**config.mk**
```make
export PLATFORM = sky130hd
export DESIGN_NAME = cpuTop
export DESIGN_NICKNAME = d
export VERILOG_FILES = /design/src/cpuPkg.sv /design/src/aluUnit.sv /design/src/apbMaster.sv /design/src/controlFsm.sv /design/src/cpuTop.sv /design/src/datapath.sv /design/src/regFile.sv
export SDC_FILE = /design/constraint.sdc
export NUM_CORES = 2
export LEC_CHECK = 0
export CAP_MARGIN = 0
export CORE_UTILIZATION = 35
export DETAILED_ROUTE_END_ITERATION = 8
export DONT_BUFFER_PORTS = 1
export PLACE_DENSITY = 0.6
export SYNTH_ARGS = -nofsm -noshare
export SYNTH_HDL_FRONTEND = slang
export SYNTH_SLANG_ARGS = --single-unit
```
**constraint.sdc**
```tcl
create_clock -name CLK -period 8.09 [get_ports CLK]
set_input_delay 1.2135 -clock CLK [delete_from_list [all_inputs] [get_ports CLK]]
set_output_delay 1.2135 -clock CLK [all_outputs]
set_load 0.01 [all_outputs]
```
**src/cpuPkg.sv**
```systemverilog
package cpuPkg;

	typedef logic [31:0] word_t;
	typedef logic [4:0] regIdx_t;
	typedef logic [6:0] opcode_t;

	localparam opcode_t OP_RTYPE = 7'b0110011;
	localparam opcode_t OP_ITYPE = 7'b0010011;
	localparam opcode_t OP_LOAD = 7'b0000011;
	localparam opcode_t OP_STORE = 7'b0100011;
	localparam opcode_t OP_BRANCH = 7'b1100011;
	localparam opcode_t OP_JAL = 7'b1101111;
	localparam opcode_t OP_JALR = 7'b1100111;

	// Write-back source select
	localparam logic [1:0] WBSEL_ALU = 2'd0;
	localparam logic [1:0] WBSEL_LOAD = 2'd1;
	localparam logic [1:0] WBSEL_LINK = 2'd2;

	typedef enum logic [2:0] {
		ALU_ADD,
		ALU_SUB,
		ALU_AND,
		ALU_OR,
		ALU_XOR,
		ALU_SLT
	} aluOp_t;

	typedef enum logic [3:0] {
		S_FETCH,
		S_DECODE,
		S_EXEC_R,
		S_EXEC_I,
		S_EXEC_MEM,
		S_EXEC_BR,
		S_EXEC_JAL,
		S_EXEC_JALR,
		S_MEM,
		S_WB_ALU,
		S_WB_LOAD,
		S_WB_LINK
	} ctrlState_t;

endpackage

```
**src/aluUnit.sv**
```systemverilog
`timescale 1ns/1ns

module aluUnit import cpuPkg::*; (
	input word_t a,
	input word_t b,
	input aluOp_t op,
	output word_t result,
	output logic zero
);

	always_comb begin
		case (op)
			ALU_ADD: result = a + b;
			ALU_SUB: result = a - b;
			ALU_AND: result = a & b;
			ALU_OR: result = a | b;
			ALU_XOR: result = a ^ b;
			ALU_SLT: result = {31'b0, $signed(a) < $signed(b)};
			default: result = '0;
		endcase
	end

	// Branch compare uses SUB
	assign zero = (result == '0);

endmodule

```
**src/apbMaster.sv**
```systemverilog
`timescale 1ns/1ns

module apbMaster import cpuPkg::*; (
	input logic CLK,
	input logic rst,
	input logic memStart,
	input logic memWrite,
	input word_t memAddr,
	input word_t memWdata,
	output logic memDone,
	output word_t memRdata,
	output word_t paddr,
	output logic psel,
	output logic penable,
	output logic pwrite,
	output word_t pwdata,
	output logic [3:0] pstrb,
	input word_t prdata,
	input logic pready
);

	typedef enum logic [1:0] {IDLE, SETUP, ACCESS} apbState_t;

	apbState_t state;

	always_ff @(posedge CLK) begin
		if (rst) begin
			state <= IDLE;
			pwrite <= 1'b0;
		end else begin
			case (state)
				IDLE: begin
					if (memStart) begin
						state <= SETUP;
						pwrite <= memWrite;
					end
				end
				SETUP: state <= ACCESS;
				ACCESS: begin
					if (pready) begin
						state <= IDLE;
						pwrite <= 1'b0;
					end
				end
				default: state <= IDLE;
			endcase
		end
	end

	always_ff @(posedge CLK) begin
		if (memDone && !pwrite)
			memRdata <= prdata; // Load data held for write-back
	end

	assign psel = (state != IDLE);
	assign penable = (state == ACCESS);
	assign memDone = (state == ACCESS) && pready;
	assign paddr = memAddr; // Held in aluOut for the whole transfer
	assign pwdata = memWdata;
	assign pstrb = {4{pwrite}};

endmodule

```
**src/controlFsm.sv**
```systemverilog
`timescale 1ns/1ns

module controlFsm import cpuPkg::*; #(
	parameter int COUNT_WIDTH = 32
) (
	input logic CLK,
	input logic rst,
	input opcode_t opcode,
	input logic branchTaken,
	input logic memDone,
	output logic irWrite,
	output logic pcWrite,
	output logic pcCondWrite,
	output logic opWrite,
	output logic aluOutWrite,
	output logic rfWrite,
	output logic memStart,
	output logic memWrite,
	output logic aSel,
	output logic bSel,
	output logic [1:0] wbSel,
	output logic [COUNT_WIDTH-1:0] retired
);

	ctrlState_t state, nextState;

	always_ff @(posedge CLK) begin
		if (rst)
			state <= S_FETCH;
		else
			state <= nextState;
	end

	// Last state of an instruction is the one that returns to fetch
	always_ff @(posedge CLK) begin
		if (rst)
			retired <= '0;
		else if (state != S_FETCH && nextState == S_FETCH)
			retired <= retired + 1'b1;
	end

	always_comb begin
		nextState = state;
		irWrite = 1'b0;
		pcWrite = 1'b0;
		pcCondWrite = 1'b0;
		opWrite = 1'b0;
		aluOutWrite = 1'b0;
		rfWrite = 1'b0;
		memStart = 1'b0;
		memWrite = 1'b0;
		aSel = 1'b0; // pc
		bSel = 1'b0; // Immediate
		wbSel = WBSEL_ALU;
		case (state)
			S_FETCH: begin
				irWrite = 1'b1;
				nextState = S_DECODE;
			end
			S_DECODE: begin
				opWrite = 1'b1;
				aluOutWrite = 1'b1; // Jump or branch target, pc + imm
				case (opcode)
					OP_RTYPE: nextState = S_EXEC_R;
					OP_ITYPE: nextState = S_EXEC_I;
					OP_LOAD, OP_STORE: nextState = S_EXEC_MEM;
					OP_BRANCH: nextState = S_EXEC_BR;
					OP_JAL: nextState = S_EXEC_JAL;
					OP_JALR: nextState = S_EXEC_JALR;
					default: begin
						pcWrite = 1'b1; // Unknown opcode runs as a nop
						nextState = S_FETCH;
					end
				endcase
			end
			S_EXEC_R: begin
				aSel = 1'b1;
				bSel = 1'b1;
				aluOutWrite = 1'b1;
				nextState = S_WB_ALU;
			end
			S_EXEC_I: begin
				aSel = 1'b1;
				aluOutWrite = 1'b1;
				nextState = S_WB_ALU;
			end
			S_EXEC_MEM: begin
				aSel = 1'b1;
				aluOutWrite = 1'b1;
				memStart = 1'b1;
				memWrite = (opcode == OP_STORE);
				nextState = S_MEM;
			end
			S_EXEC_BR: begin
				aSel = 1'b1;
				bSel = 1'b1;
				pcCondWrite = 1'b1;
				pcWrite = ~branchTaken; // Fall through to pc + 4
				nextState = S_FETCH;
			end
			S_EXEC_JAL: begin
				aluOutWrite = 1'b1;
				nextState = S_WB_LINK;
			end
			S_EXEC_JALR: begin
				aSel = 1'b1;
				aluOutWrite = 1'b1;
				nextState = S_WB_LINK;
			end
			S_MEM: begin
				if (memDone) begin
					pcWrite = (opcode == OP_STORE); // Store ends here
					nextState = (opcode == OP_LOAD) ? S_WB_LOAD : S_FETCH;
				end
			end
			S_WB_ALU: begin
				rfWrite = 1'b1;
				pcWrite = 1'b1;
				nextState = S_FETCH;
			end
			S_WB_LOAD: begin
				rfWrite = 1'b1;
				pcWrite = 1'b1;
				wbSel = WBSEL_LOAD;
				nextState = S_FETCH;
			end
			S_WB_LINK: begin
				rfWrite = 1'b1;
				pcWrite = 1'b1;
				wbSel = WBSEL_LINK;
				nextState = S_FETCH;
			end
			default: nextState = S_FETCH;
		endcase
	end

endmodule

```
**src/cpuTop.sv**
```systemverilog
`timescale 1ns/1ns

module cpuTop import cpuPkg::*; #(
	parameter word_t RESET_PC = '0,
	parameter int COUNT_WIDTH = 32
) (
	input logic CLK,
	input logic rst,
	output word_t instrAddr,
	input word_t instrData,
	output word_t paddr,
	output logic psel,
	output logic penable,
	output logic pwrite,
	output word_t pwdata,
	output logic [3:0] pstrb,
	input word_t prdata,
	input logic pready,
	output logic [COUNT_WIDTH-1:0] retired
);

	opcode_t opcode;
	logic branchTaken, memDone;
	logic irWrite, pcWrite, pcCondWrite, opWrite, aluOutWrite, rfWrite;
	logic memStart, memWrite, aSel, bSel;
	logic [1:0] wbSel;
	word_t aluA, aluB, aluResult;
	aluOp_t aluOp;
	logic aluZero;
	regIdx_t rfRaddr1, rfRaddr2, rfWaddr;
	word_t rfRdata1, rfRdata2, rfWdata;
	word_t memAddr, memWdata, memRdata;

	controlFsm #(.COUNT_WIDTH(COUNT_WIDTH)) control (
		.CLK(CLK), .rst(rst), .opcode(opcode), .branchTaken(branchTaken),
		.memDone(memDone), .irWrite(irWrite), .pcWrite(pcWrite),
		.pcCondWrite(pcCondWrite), .opWrite(opWrite), .aluOutWrite(aluOutWrite),
		.rfWrite(rfWrite), .memStart(memStart), .memWrite(memWrite), .aSel(aSel),
		.bSel(bSel), .wbSel(wbSel), .retired(retired)
	);

	datapath #(.RESET_PC(RESET_PC)) dp (
		.CLK(CLK), .rst(rst), .irWrite(irWrite), .pcWrite(pcWrite),
		.pcCondWrite(pcCondWrite), .opWrite(opWrite), .aluOutWrite(aluOutWrite),
		.wbSel(wbSel), .aSel(aSel), .bSel(bSel), .instrAddr(instrAddr),
		.instrData(instrData), .opcode(opcode), .branchTaken(branchTaken),
		.aluA(aluA), .aluB(aluB), .aluOp(aluOp), .aluResult(aluResult),
		.aluZero(aluZero), .rfRaddr1(rfRaddr1), .rfRaddr2(rfRaddr2),
		.rfWaddr(rfWaddr), .rfRdata1(rfRdata1), .rfRdata2(rfRdata2),
		.rfWdata(rfWdata), .memAddr(memAddr), .memWdata(memWdata),
		.memRdata(memRdata)
	);

	aluUnit alu (
		.a(aluA), .b(aluB), .op(aluOp), .result(aluResult), .zero(aluZero)
	);

	regFile rf (
		.CLK(CLK), .raddr1(rfRaddr1), .raddr2(rfRaddr2), .waddr(rfWaddr),
		.wdata(rfWdata), .we(rfWrite), .rdata1(rfRdata1), .rdata2(rfRdata2)
	);

	apbMaster apb (
		.CLK(CLK), .rst(rst), .memStart(memStart), .memWrite(memWrite),
		.memAddr(memAddr), .memWdata(memWdata), .memDone(memDone),
		.memRdata(memRdata), .paddr(paddr), .psel(psel), .penable(penable),
		.pwrite(pwrite), .pwdata(pwdata), .pstrb(pstrb), .prdata(prdata),
		.pready(pready)
	);

endmodule

```
**src/datapath.sv**
```systemverilog
`timescale 1ns/1ns

module datapath import cpuPkg::*; #(
	parameter word_t RESET_PC = '0
) (
	input logic CLK,
	input logic rst,
	input logic irWrite,
	input logic pcWrite,
	input logic pcCondWrite,
	input logic opWrite,
	input logic aluOutWrite,
	input logic [1:0] wbSel,
	input logic aSel,
	input logic bSel,
	output word_t instrAddr,
	input word_t instrData,
	output opcode_t opcode,
	output logic branchTaken,
	output word_t aluA,
	output word_t aluB,
	output aluOp_t aluOp,
	input word_t aluResult,
	input logic aluZero,
	output regIdx_t rfRaddr1,
	output regIdx_t rfRaddr2,
	output regIdx_t rfWaddr,
	input word_t rfRdata1,
	input word_t rfRdata2,
	output word_t rfWdata,
	output word_t memAddr,
	output word_t memWdata,
	input word_t memRdata
);

	word_t pc, ir, regA, regB, aluOut;
	word_t imm, pcPlus4, jumpTarget;
	logic [2:0] funct3;

	always_ff @(posedge CLK) begin
		if (rst)
			pc <= RESET_PC;
		else if (pcCondWrite && branchTaken)
			pc <= jumpTarget;
		else if (pcWrite)
			pc <= (opcode == OP_JAL || opcode == OP_JALR) ? jumpTarget : pcPlus4;
	end

	always_ff @(posedge CLK) begin
		if (irWrite)
			ir <= instrData;
		if (opWrite) begin
			regA <= rfRdata1;
			regB <= rfRdata2;
		end
		if (aluOutWrite)
			aluOut <= aluResult;
	end

	assign instrAddr = pc;
	assign opcode = ir[6:0];
	assign funct3 = ir[14:12];
	assign pcPlus4 = pc + 32'd4;
	assign jumpTarget = {aluOut[31:1], 1'b0}; // jalr clears bit 0

	// Immediate format follows the opcode
	always_comb begin
		case (opcode)
			OP_STORE: imm = {{20{ir[31]}}, ir[31:25], ir[11:7]};
			OP_BRANCH: imm = {{19{ir[31]}}, ir[31], ir[7], ir[30:25], ir[11:8], 1'b0};
			OP_JAL: imm = {{11{ir[31]}}, ir[31], ir[19:12], ir[20], ir[30:21], 1'b0};
			default: imm = {{20{ir[31]}}, ir[31:20]};
		endcase
	end

	// pc operand means an address add
	always_comb begin
		aluOp = ALU_ADD;
		if (aSel) begin
			case (opcode)
				OP_RTYPE, OP_ITYPE: begin
					case (funct3)
						3'b000: aluOp = (opcode == OP_RTYPE && ir[30]) ? ALU_SUB : ALU_ADD;
						3'b010: aluOp = ALU_SLT;
						3'b100: aluOp = ALU_XOR;
						3'b110: aluOp = ALU_OR;
						3'b111: aluOp = ALU_AND;
						default: aluOp = ALU_ADD;
					endcase
				end
				OP_BRANCH: aluOp = ALU_SUB;
				default: aluOp = ALU_ADD;
			endcase
		end
	end

	assign aluA = aSel ? regA : pc;
	assign aluB = bSel ? regB : imm;
	assign branchTaken = funct3[0] ? ~aluZero : aluZero; // bne : beq

	assign rfRaddr1 = ir[19:15];
	assign rfRaddr2 = ir[24:20];
	assign rfWaddr = ir[11:7];

	always_comb begin
		case (wbSel)
			WBSEL_LOAD: rfWdata = memRdata;
			WBSEL_LINK: rfWdata = pcPlus4; // pc not yet updated
			default: rfWdata = aluOut;
		endcase
	end

	assign memAddr = aluOut;
	assign memWdata = regB;

endmodule

```
**src/regFile.sv**
```systemverilog
`timescale 1ns/1ns

module regFile import cpuPkg::*; (
	input logic CLK,
	input regIdx_t raddr1,
	input regIdx_t raddr2,
	input regIdx_t waddr,
	input word_t wdata,
	input logic we,
	output word_t rdata1,
	output word_t rdata2
);

	word_t regs [0:31];

	always_ff @(posedge CLK) begin
		if (we && waddr != '0)
			regs[waddr] <= wdata;
	end

	// x0 reads as zero, entry 0 never written
	assign rdata1 = (raddr1 == '0) ? '0 : regs[raddr1];
	assign rdata2 = (raddr2 == '0) ? '0 : regs[raddr2];

endmodule

```
## Yosys cells after proc, flatten, opt, wreduce, memory -nomap -nowiden

Memories as Yosys holds them, arrays and structs flattened. A register that Yosys moved wholly into a read port is not among the register bits.
Cells that the tools add are included.
W data, S select, Z words.

| storage, ports and cells | value |
|---|---|
| register bits | 167 |
| memory bits (writable) | 1024 |
| bits of input ports | 67 |
| output and inout bits | 135 |
| logic and storage cells | 124 |
| memories | 1 |

| cells by class | value |
|---|---|
| $add $sub $neg | 4 |
| order comparisons | 1 |
| eq/ne operators | 33 |
| muxes and demuxes | 38 |
| bitwise operators | 5 |
| reductions and logical operators | 33 |

Memories:

| name | depth | width | read ports | clocked after memory_dff | write ports | RTL line | RTL |
|---|---|---|---|---|---|---|---|
| rf.regs | 32 | 32 | 2 | 2 | 1 | regFile.sv:14 | `word_t regs [0:31];` |

Operator list:

| operator | number |
|---|---|
| $pmux W32 S6 | 1 |
| $mux W32 | 5 |
| $pmux W32 S2 | 1 |
| $pmux W20 S3 | 1 |
| $add A32 B1 Y32 const B | 1 |
| $add A32 B3 Y32 const B | 1 |
| $add A32 B32 Y32 | 1 |
| $and A32 B32 Y32 | 1 |
| $logic_not A32 Y1 | 1 |
| $lt A32 B32 Y1 | 1 |
| $or A32 B32 Y32 | 1 |
| $sub A32 B32 Y32 | 1 |
| $xor A32 B32 Y32 | 1 |
| $pmux W4 S6 | 1 |
| $eq A7 B7 Y1 const B | 3 |
| $pmux W3 S6 | 1 |
| $mux W1 | 17 |
| $eq A4 B3 Y1 const B | 4 |
| $eq A4 B4 Y1 const B | 4 |
| $eq A3 B3 Y1 const B | 5 |
| $pmux W3 S5 | 1 |
| $eq A7 B6 Y1 const B | 2 |
| $reduce_or A2 Y1 | 6 |
| $logic_not A5 Y1 | 2 |
| other kinds (33) | 51 |

## Depth between registers and ports, before layout

| depth | value |
|---|---|
| depth in word-level cells | 15 |
| gate-level depth with buffers | 28 |
| depth with buffers taken out | 23 |

## Hierarchy

From an unflattened synthesis, not the netlist that was laid out.

| unflattened totals | value |
|---|---|
| cells, all modules | 4443 |
| area, all modules | 64794.6 sq um |

Modules (own cells, without submodules):

| module | instances | cells each | area an instance (sq um) |
|---|---|---|---|
| regFile | 1 | 2564 | 47904.7 |
| datapath | 1 | 629 | 7571.0 |
| aluUnit | 1 | 886 | 5800.6 |
| controlFsm | 1 | 246 | 1910.6 |
| apbMaster | 1 | 118 | 1607.8 |

## Worst setup path before layout

OpenSTA, ideal clock, no wires.

| timing | value |
|---|---|
| path type | reg-to-reg |
| start | register control.state[1] |
| end | register control.retired[26] |
| setup time | 128 ps |
| arrival | 7317 ps |
| setup slack | 646 ps |
| stages on the path, launching flop included | 14 |
| buffers on the path | 2 |
| clock period less this slack | 7444 ps |
| cells stage by stage | dfxtp_1 > buf_6 > nor2b_1 > nor3b_1 > nand2_1 > nor4b_1 > and3_1 > clkbuf_1 > inv_1 > nor2_1 > and3_1 > nand4_1 > xor2_1 > nor2_1 |

| between the ends | value |
|---|---|
| word-level cells in the longest chain between the ends | 5 |
| elaborated cells between the ends (all ways) | 15 |
| those cells by class | 7 x eq/ne; 2 x mux; 6 x reduce/logical |

RTL lines:

| element | RTL line | RTL |
|---|---|---|
| start: declaration | controlFsm.sv:25 | `ctrlState_t state, nextState;` |
| start signal: assignment | controlFsm.sv:31 | `state <= nextState;` |
| $eq A4 B3 Y1 / $eq A4 B2 Y1 (equally long branches) | controlFsm.sv:55 | `case (state)` |
| $reduce_or A2 Y1 (no line) | -- |  |
| $pmux W4 S6 | controlFsm.sv:55 |  |
| $logic_not A4 Y1 | controlFsm.sv:38 | `else if (state != S_FETCH && nextState == S_FETCH)` |
| $logic_and A1 B1 Y1 (*) | controlFsm.sv:38 |  |
| end signal: assignment | controlFsm.sv:39 | `retired <= retired + 1'b1;` |
| end: declaration | controlFsm.sv:22 | `output logic [COUNT_WIDTH-1:0] retired` |

Every way passes the cells marked *; elsewhere a longest branch is shown, timed or not.
A chain may end at the register's enable or synchronous reset.

## Worst setup path in the final report

| timing | value |
|---|---|
| start | register control.state[1] |
| end | register dp.pc[28] (netlist: dp.instrAddr[28]) |

| between the ends | value |
|---|---|
| word-level cells in the longest chain between the ends | 12 |
| elaborated cells between the ends (all ways) | 40 |
| those cells by class | 2 x add/sub; 1 x order compare; 15 x eq/ne; 10 x mux; 5 x bitwise; 7 x reduce/logical |

RTL lines:

| element | RTL line | RTL |
|---|---|---|
| $eq A4 B3 Y1 / $eq A4 B2 Y1 (equally long branches) | controlFsm.sv:55 |  |
| $reduce_or A5 Y1 (no line) / $reduce_or A2 Y1 (equally long branches) | -- |  |
| $mux W1 | controlFsm.sv:55 |  |
| $mux W32 (tied with other cells) | datapath.sv:97 | `assign aluA = aSel ? regA : pc;` |
| $sub A32 B32 Y32 (tied with other cells) | aluUnit.sv:14 | `ALU_SUB: result = a - b;` |
| $pmux W32 S6 (*) | aluUnit.sv:12 | `case (op)` |
| via alu.result[29] | aluUnit.sv:7 | `output word_t result,` |
| $logic_not A32 Y1 (*) | aluUnit.sv:24 | `assign zero = (result == '0);` |
| $not A1 Y1 | datapath.sv:99 | `assign branchTaken = funct3[0] ? ~aluZero : aluZero;` |
| $mux W1 (*) | datapath.sv:99 |  |
| $not A1 Y1 | controlFsm.sv:98 | `pcWrite = ~branchTaken;` |
| $pmux W1 S4 | controlFsm.sv:55 |  |
| $reduce_bool A2 Y1 (no line) | -- |  |
| end signal: assignment | datapath.sv:44 | `pc <= jumpTarget;` |
| end signal: assignment | datapath.sv:46 | `pc <= (opcode == OP_JAL \|\| opcode == OP_JALR) ? jumpTarget : pcPlus4;` |
| end: declaration | datapath.sv:36 | `word_t pc, ir, regA, regB, aluOut;` |

Mark *: on every way through the listed nets, which the timed path passes. The rest lies on a longest branch.

==> results.toml <==
[outcome]
outcome = "finished, final reports clean"

[setup_path]
crit_path_max_incr_delay_ps = 730
cp.arrival_ps = 8100
crit_path_max_fanout = 22
critPathBufInv = 3
crit_type = "register to register"
path_delay_family = "simple AND/OR/NAND/NOR gates"
critPathRequiredTime_ps = 8730
cpMostUsedCell = "o21ai_0"
crit_chain = "inv_1 -> or3_1 -> a21oi_4 -> buf_4 -> o21ai_0 -> ha_1 -> o21ba_2 -> nor4_1 -> o2111a_1 -> o211ai_1 -> and2_1 -> o31a_1 -> a221oi_1 -> o21ai_0 -> or4b_2 -> nor4_4 -> mux2_4 -> nor2_4 -> buf_12 -> mux2i_1 -> o21ai_1"
cp_slowest_cell = "or4b_2"
end_kind = "register"
cp-start-kind = "register"

[routing]
ant_nets = 0
first_pass_iters = 5
drtIter0Drc = 4179
wl_per_cell_um = 33.0
drc_errors = 0
wirelength_um = 209000
vias = 38400
vias_per_cell = 6.07

[cells_and_area]
stdcell_count = 6330
layout-drive-gt1-share_pct = 27.4
nets = 4042
fin_util_pct = 39.7
synthToLayoutAreaGrowth_pct = 12.6
stdcell_area_um2 = 70900
fillers = 16000

[placement]
postPlaceCellArea_um2 = 66500
hpwl_um = 137000
routabilityCongestion = 0.973
numPortBuffers = 0
dpl.cell_count = 6084

[clock_tree]
h-tree-depth = 4
clock_sinks = 1255
clk_pin_slew_worst_paths_ps = 60
cts-hold-fix-buffers = 0
cts_made_buffers = 137
cts_tree = "done"
clk_path_buf_depth = 3
clkLatencyLatePin_ps = 790
cts_setup_buffers = 0
post_cts_resized = 0
cts-root-buf = "clkbuf_16"

[synthesis]
synth.top_cell.area_share_pct = 56.5
yosys_warnings = 0
ys_seq_elements = 1255
dominantRegCellSynth = "edfxtp_1"
synth_cell_type_count = 93
syn_area_per_cell_um2 = 16.4
yosys-top-cells-area = "edfxtp_1, mux4_2, dfxtp_1"
syn_area_um2 = 63000
yosysSeqAreaShare_pct = 58.7
synth_cells = 3839
synthTopCellsByCount = "edfxtp_1, mux4_2, nand2_1, nor2_1, clkbuf_1"
synth-async-reset-ratio_pct = 0
yosysTopAreaCell = "edfxtp_1"
synth-edff-count = 1184
synth.most_common_cell = "edfxtp_1"

[power_and_ir_drop]
p_leak_nw = 23.1
ir_drop_uv = 218
power_density_nw_per_um2 = 221

[timing]
tns_ps = 0
final-setup-viol-count = 0
tightest_slew_ps = 1260
final_max_slew_viol_count = 0
relSlewSlack_pct = 16.2
finalHoldViolations = 0
post-route-min-period_ps = 7450
fin_skew_ps = 28.9
rsz0062_at_grt = "false"
period_share_pct = 92.1
maxClockFrequency_mhz = 134

[floorplanning]
io_pins = 202
initial_utilization_pct = 35.2
rows = 155
chipHeight_um = 426
dieArea_um2 = 182000
die_w_um = 426
core_um2 = 179000

[global_routing]
grt_usage_pct = 22.9
grt_overflow = 0
antenna_found_initial = 16
grt_pass1_vias = 38200
grt_pass1_wl_um = 293000
grt_start_max_net_pins = 100

[min_path]
min_path_type = "primary input to register"

[job]
cap_violations = 0
-- final timing paths --
path | start | to | slack (ps) | depth (start not counted)
worst min register to register | apb.state[1] | apb.state[1] | 530 | 2
worst max register to register | control.state[1] | dp.instrAddr[28] | 640 | 21
worst max-delay path | control.state[1] | dp.instrAddr[28] | 640 | 21
worst min-delay path | rst | control.retired[28] | 500 | 1
-- worst register-to-register path: stages (launching register included) --
cell and delay (ps):
dfxtp_1 490, inv_1 180, or3_1 420, a21oi_4 500, buf_4 360, o21ai_0 300, ha_1 410, o21ba_2 230
nor4_1 500, o2111a_1 350, o211ai_1 190, and2_1 250, o31a_1 310, a221oi_1 310, o21ai_0 190, or4b_2 730
nor4_4 240, mux2_4 350, nor2_4 500, buf_12 250, mux2i_1 220, o21ai_1 80
-- flip-flops by register name, indices dropped and copies added (netlist names) --
signal	cells
apb.memRdata	32
apb.pwrite	1
apb.state	2
control.retired	32
control.state	4
dp.instrAddr	32
dp.ir	32
dp.memAddr	32
dp.memWdata	32
dp.regA	32
rf.regs	1024
-- logic make-up (layout without fill, tap and decap cells) --
family          Yosys count  in the layout  synth area share [%]
fa+ha+maj               107            107                  2.15
other cells               1             36               0.00596
xor+xnor                 60             60                 0.835
flops                  1255           1255                  58.7
simple gates            771            771                  5.77
compound gates          510            510                  5.48
mux                     744            744                  24.6
buf+inv                 391            492                  2.45
-- metal layers --
metal / global-route usage [%] / routed length [µm]
met4: 10.1 / 10000
met1: 29.2 / 80700
met2: 38.0 / 102000
met5: 0 / 46
met3: 4.18 / 16100
-- report_power, final --
| part | internal, W | switching [W] | total (W) |
|---|---|---|---|
| clock network | 0.00363 | 0.00264 | 0.00627 |
| logic | 0.000788 | 0.00112 | 0.00191 |
| registers | 0.00734 | 0.000182 | 0.00752 |
-- area by class of cell --
type | count | area (µm²) | area share, %
multi-input combinational | 2224 | 25000 | 35.3
inverter | 113 | 424 | 0.598
tap | 2355 | 2950 | 4.16
timing repair buffer | 137 | 1090 | 1.54
clock inverter | 66 | 694 | 0.979
clock buffer | 176 | 3710 | 5.23
antenna | 4 | 10.0 | 0.0141
sequential | 1255 | 37000 | 52.2
-- metrics by stage --
step                power [W]  worst slack [ps]  hold WS (ps)
finish                 0.0157               635           496
global route           0.0161               198           470
CTS                    0.0158               741           432
detailed placement    0.00956               797           520
global placement      0.00955               846           505
floorplan             0.00886               646           495
-- placed cells by master, fill, tap and decap left out, drive strengths merged, types with 10 or more instances in the layout --
| master | Yosys | final |
|---|---|---|
| edfxtp | 1184 | 1184 |
| mux4 | 640 | 640 |
| nor2 | 250 | 250 |
| nand2 | 249 | 249 |
| clkbuf | 192 | 176 |
| buf | 86 | 137 |
| o21ai | 125 | 125 |
| inv | 113 | 120 |
| ha | 105 | 105 |
| a21oi | 102 | 102 |
| mux2i | 95 | 95 |
| dfxtp | 71 | 71 |
| nand3 | 54 | 54 |
| clkinv | 0 | 44 |
| a21o | 33 | 33 |
| xor2 | 32 | 32 |
| conb | 1 | 32 |
| nor3 | 29 | 29 |
| xnor2 | 28 | 28 |
| a22oi | 26 | 26 |
| a31oi | 25 | 25 |
| o211ai | 21 | 21 |
| nor2b | 19 | 19 |
| nand2b | 19 | 19 |
| o31ai | 19 | 19 |
| nand3b | 19 | 19 |
| nor4 | 19 | 19 |
| or3 | 18 | 18 |
| nand4 | 16 | 16 |
| a221oi | 16 | 16 |
| or2 | 16 | 16 |
| and3 | 15 | 15 |
| a211oi | 15 | 15 |
| o311ai | 13 | 13 |
| bufinv | 0 | 12 |
| and2 | 11 | 11 |
| o21bai | 10 | 10 |
| a22o | 10 | 10 |
| a221o | 10 | 10 |
Power figures use the tool's default switching activity.
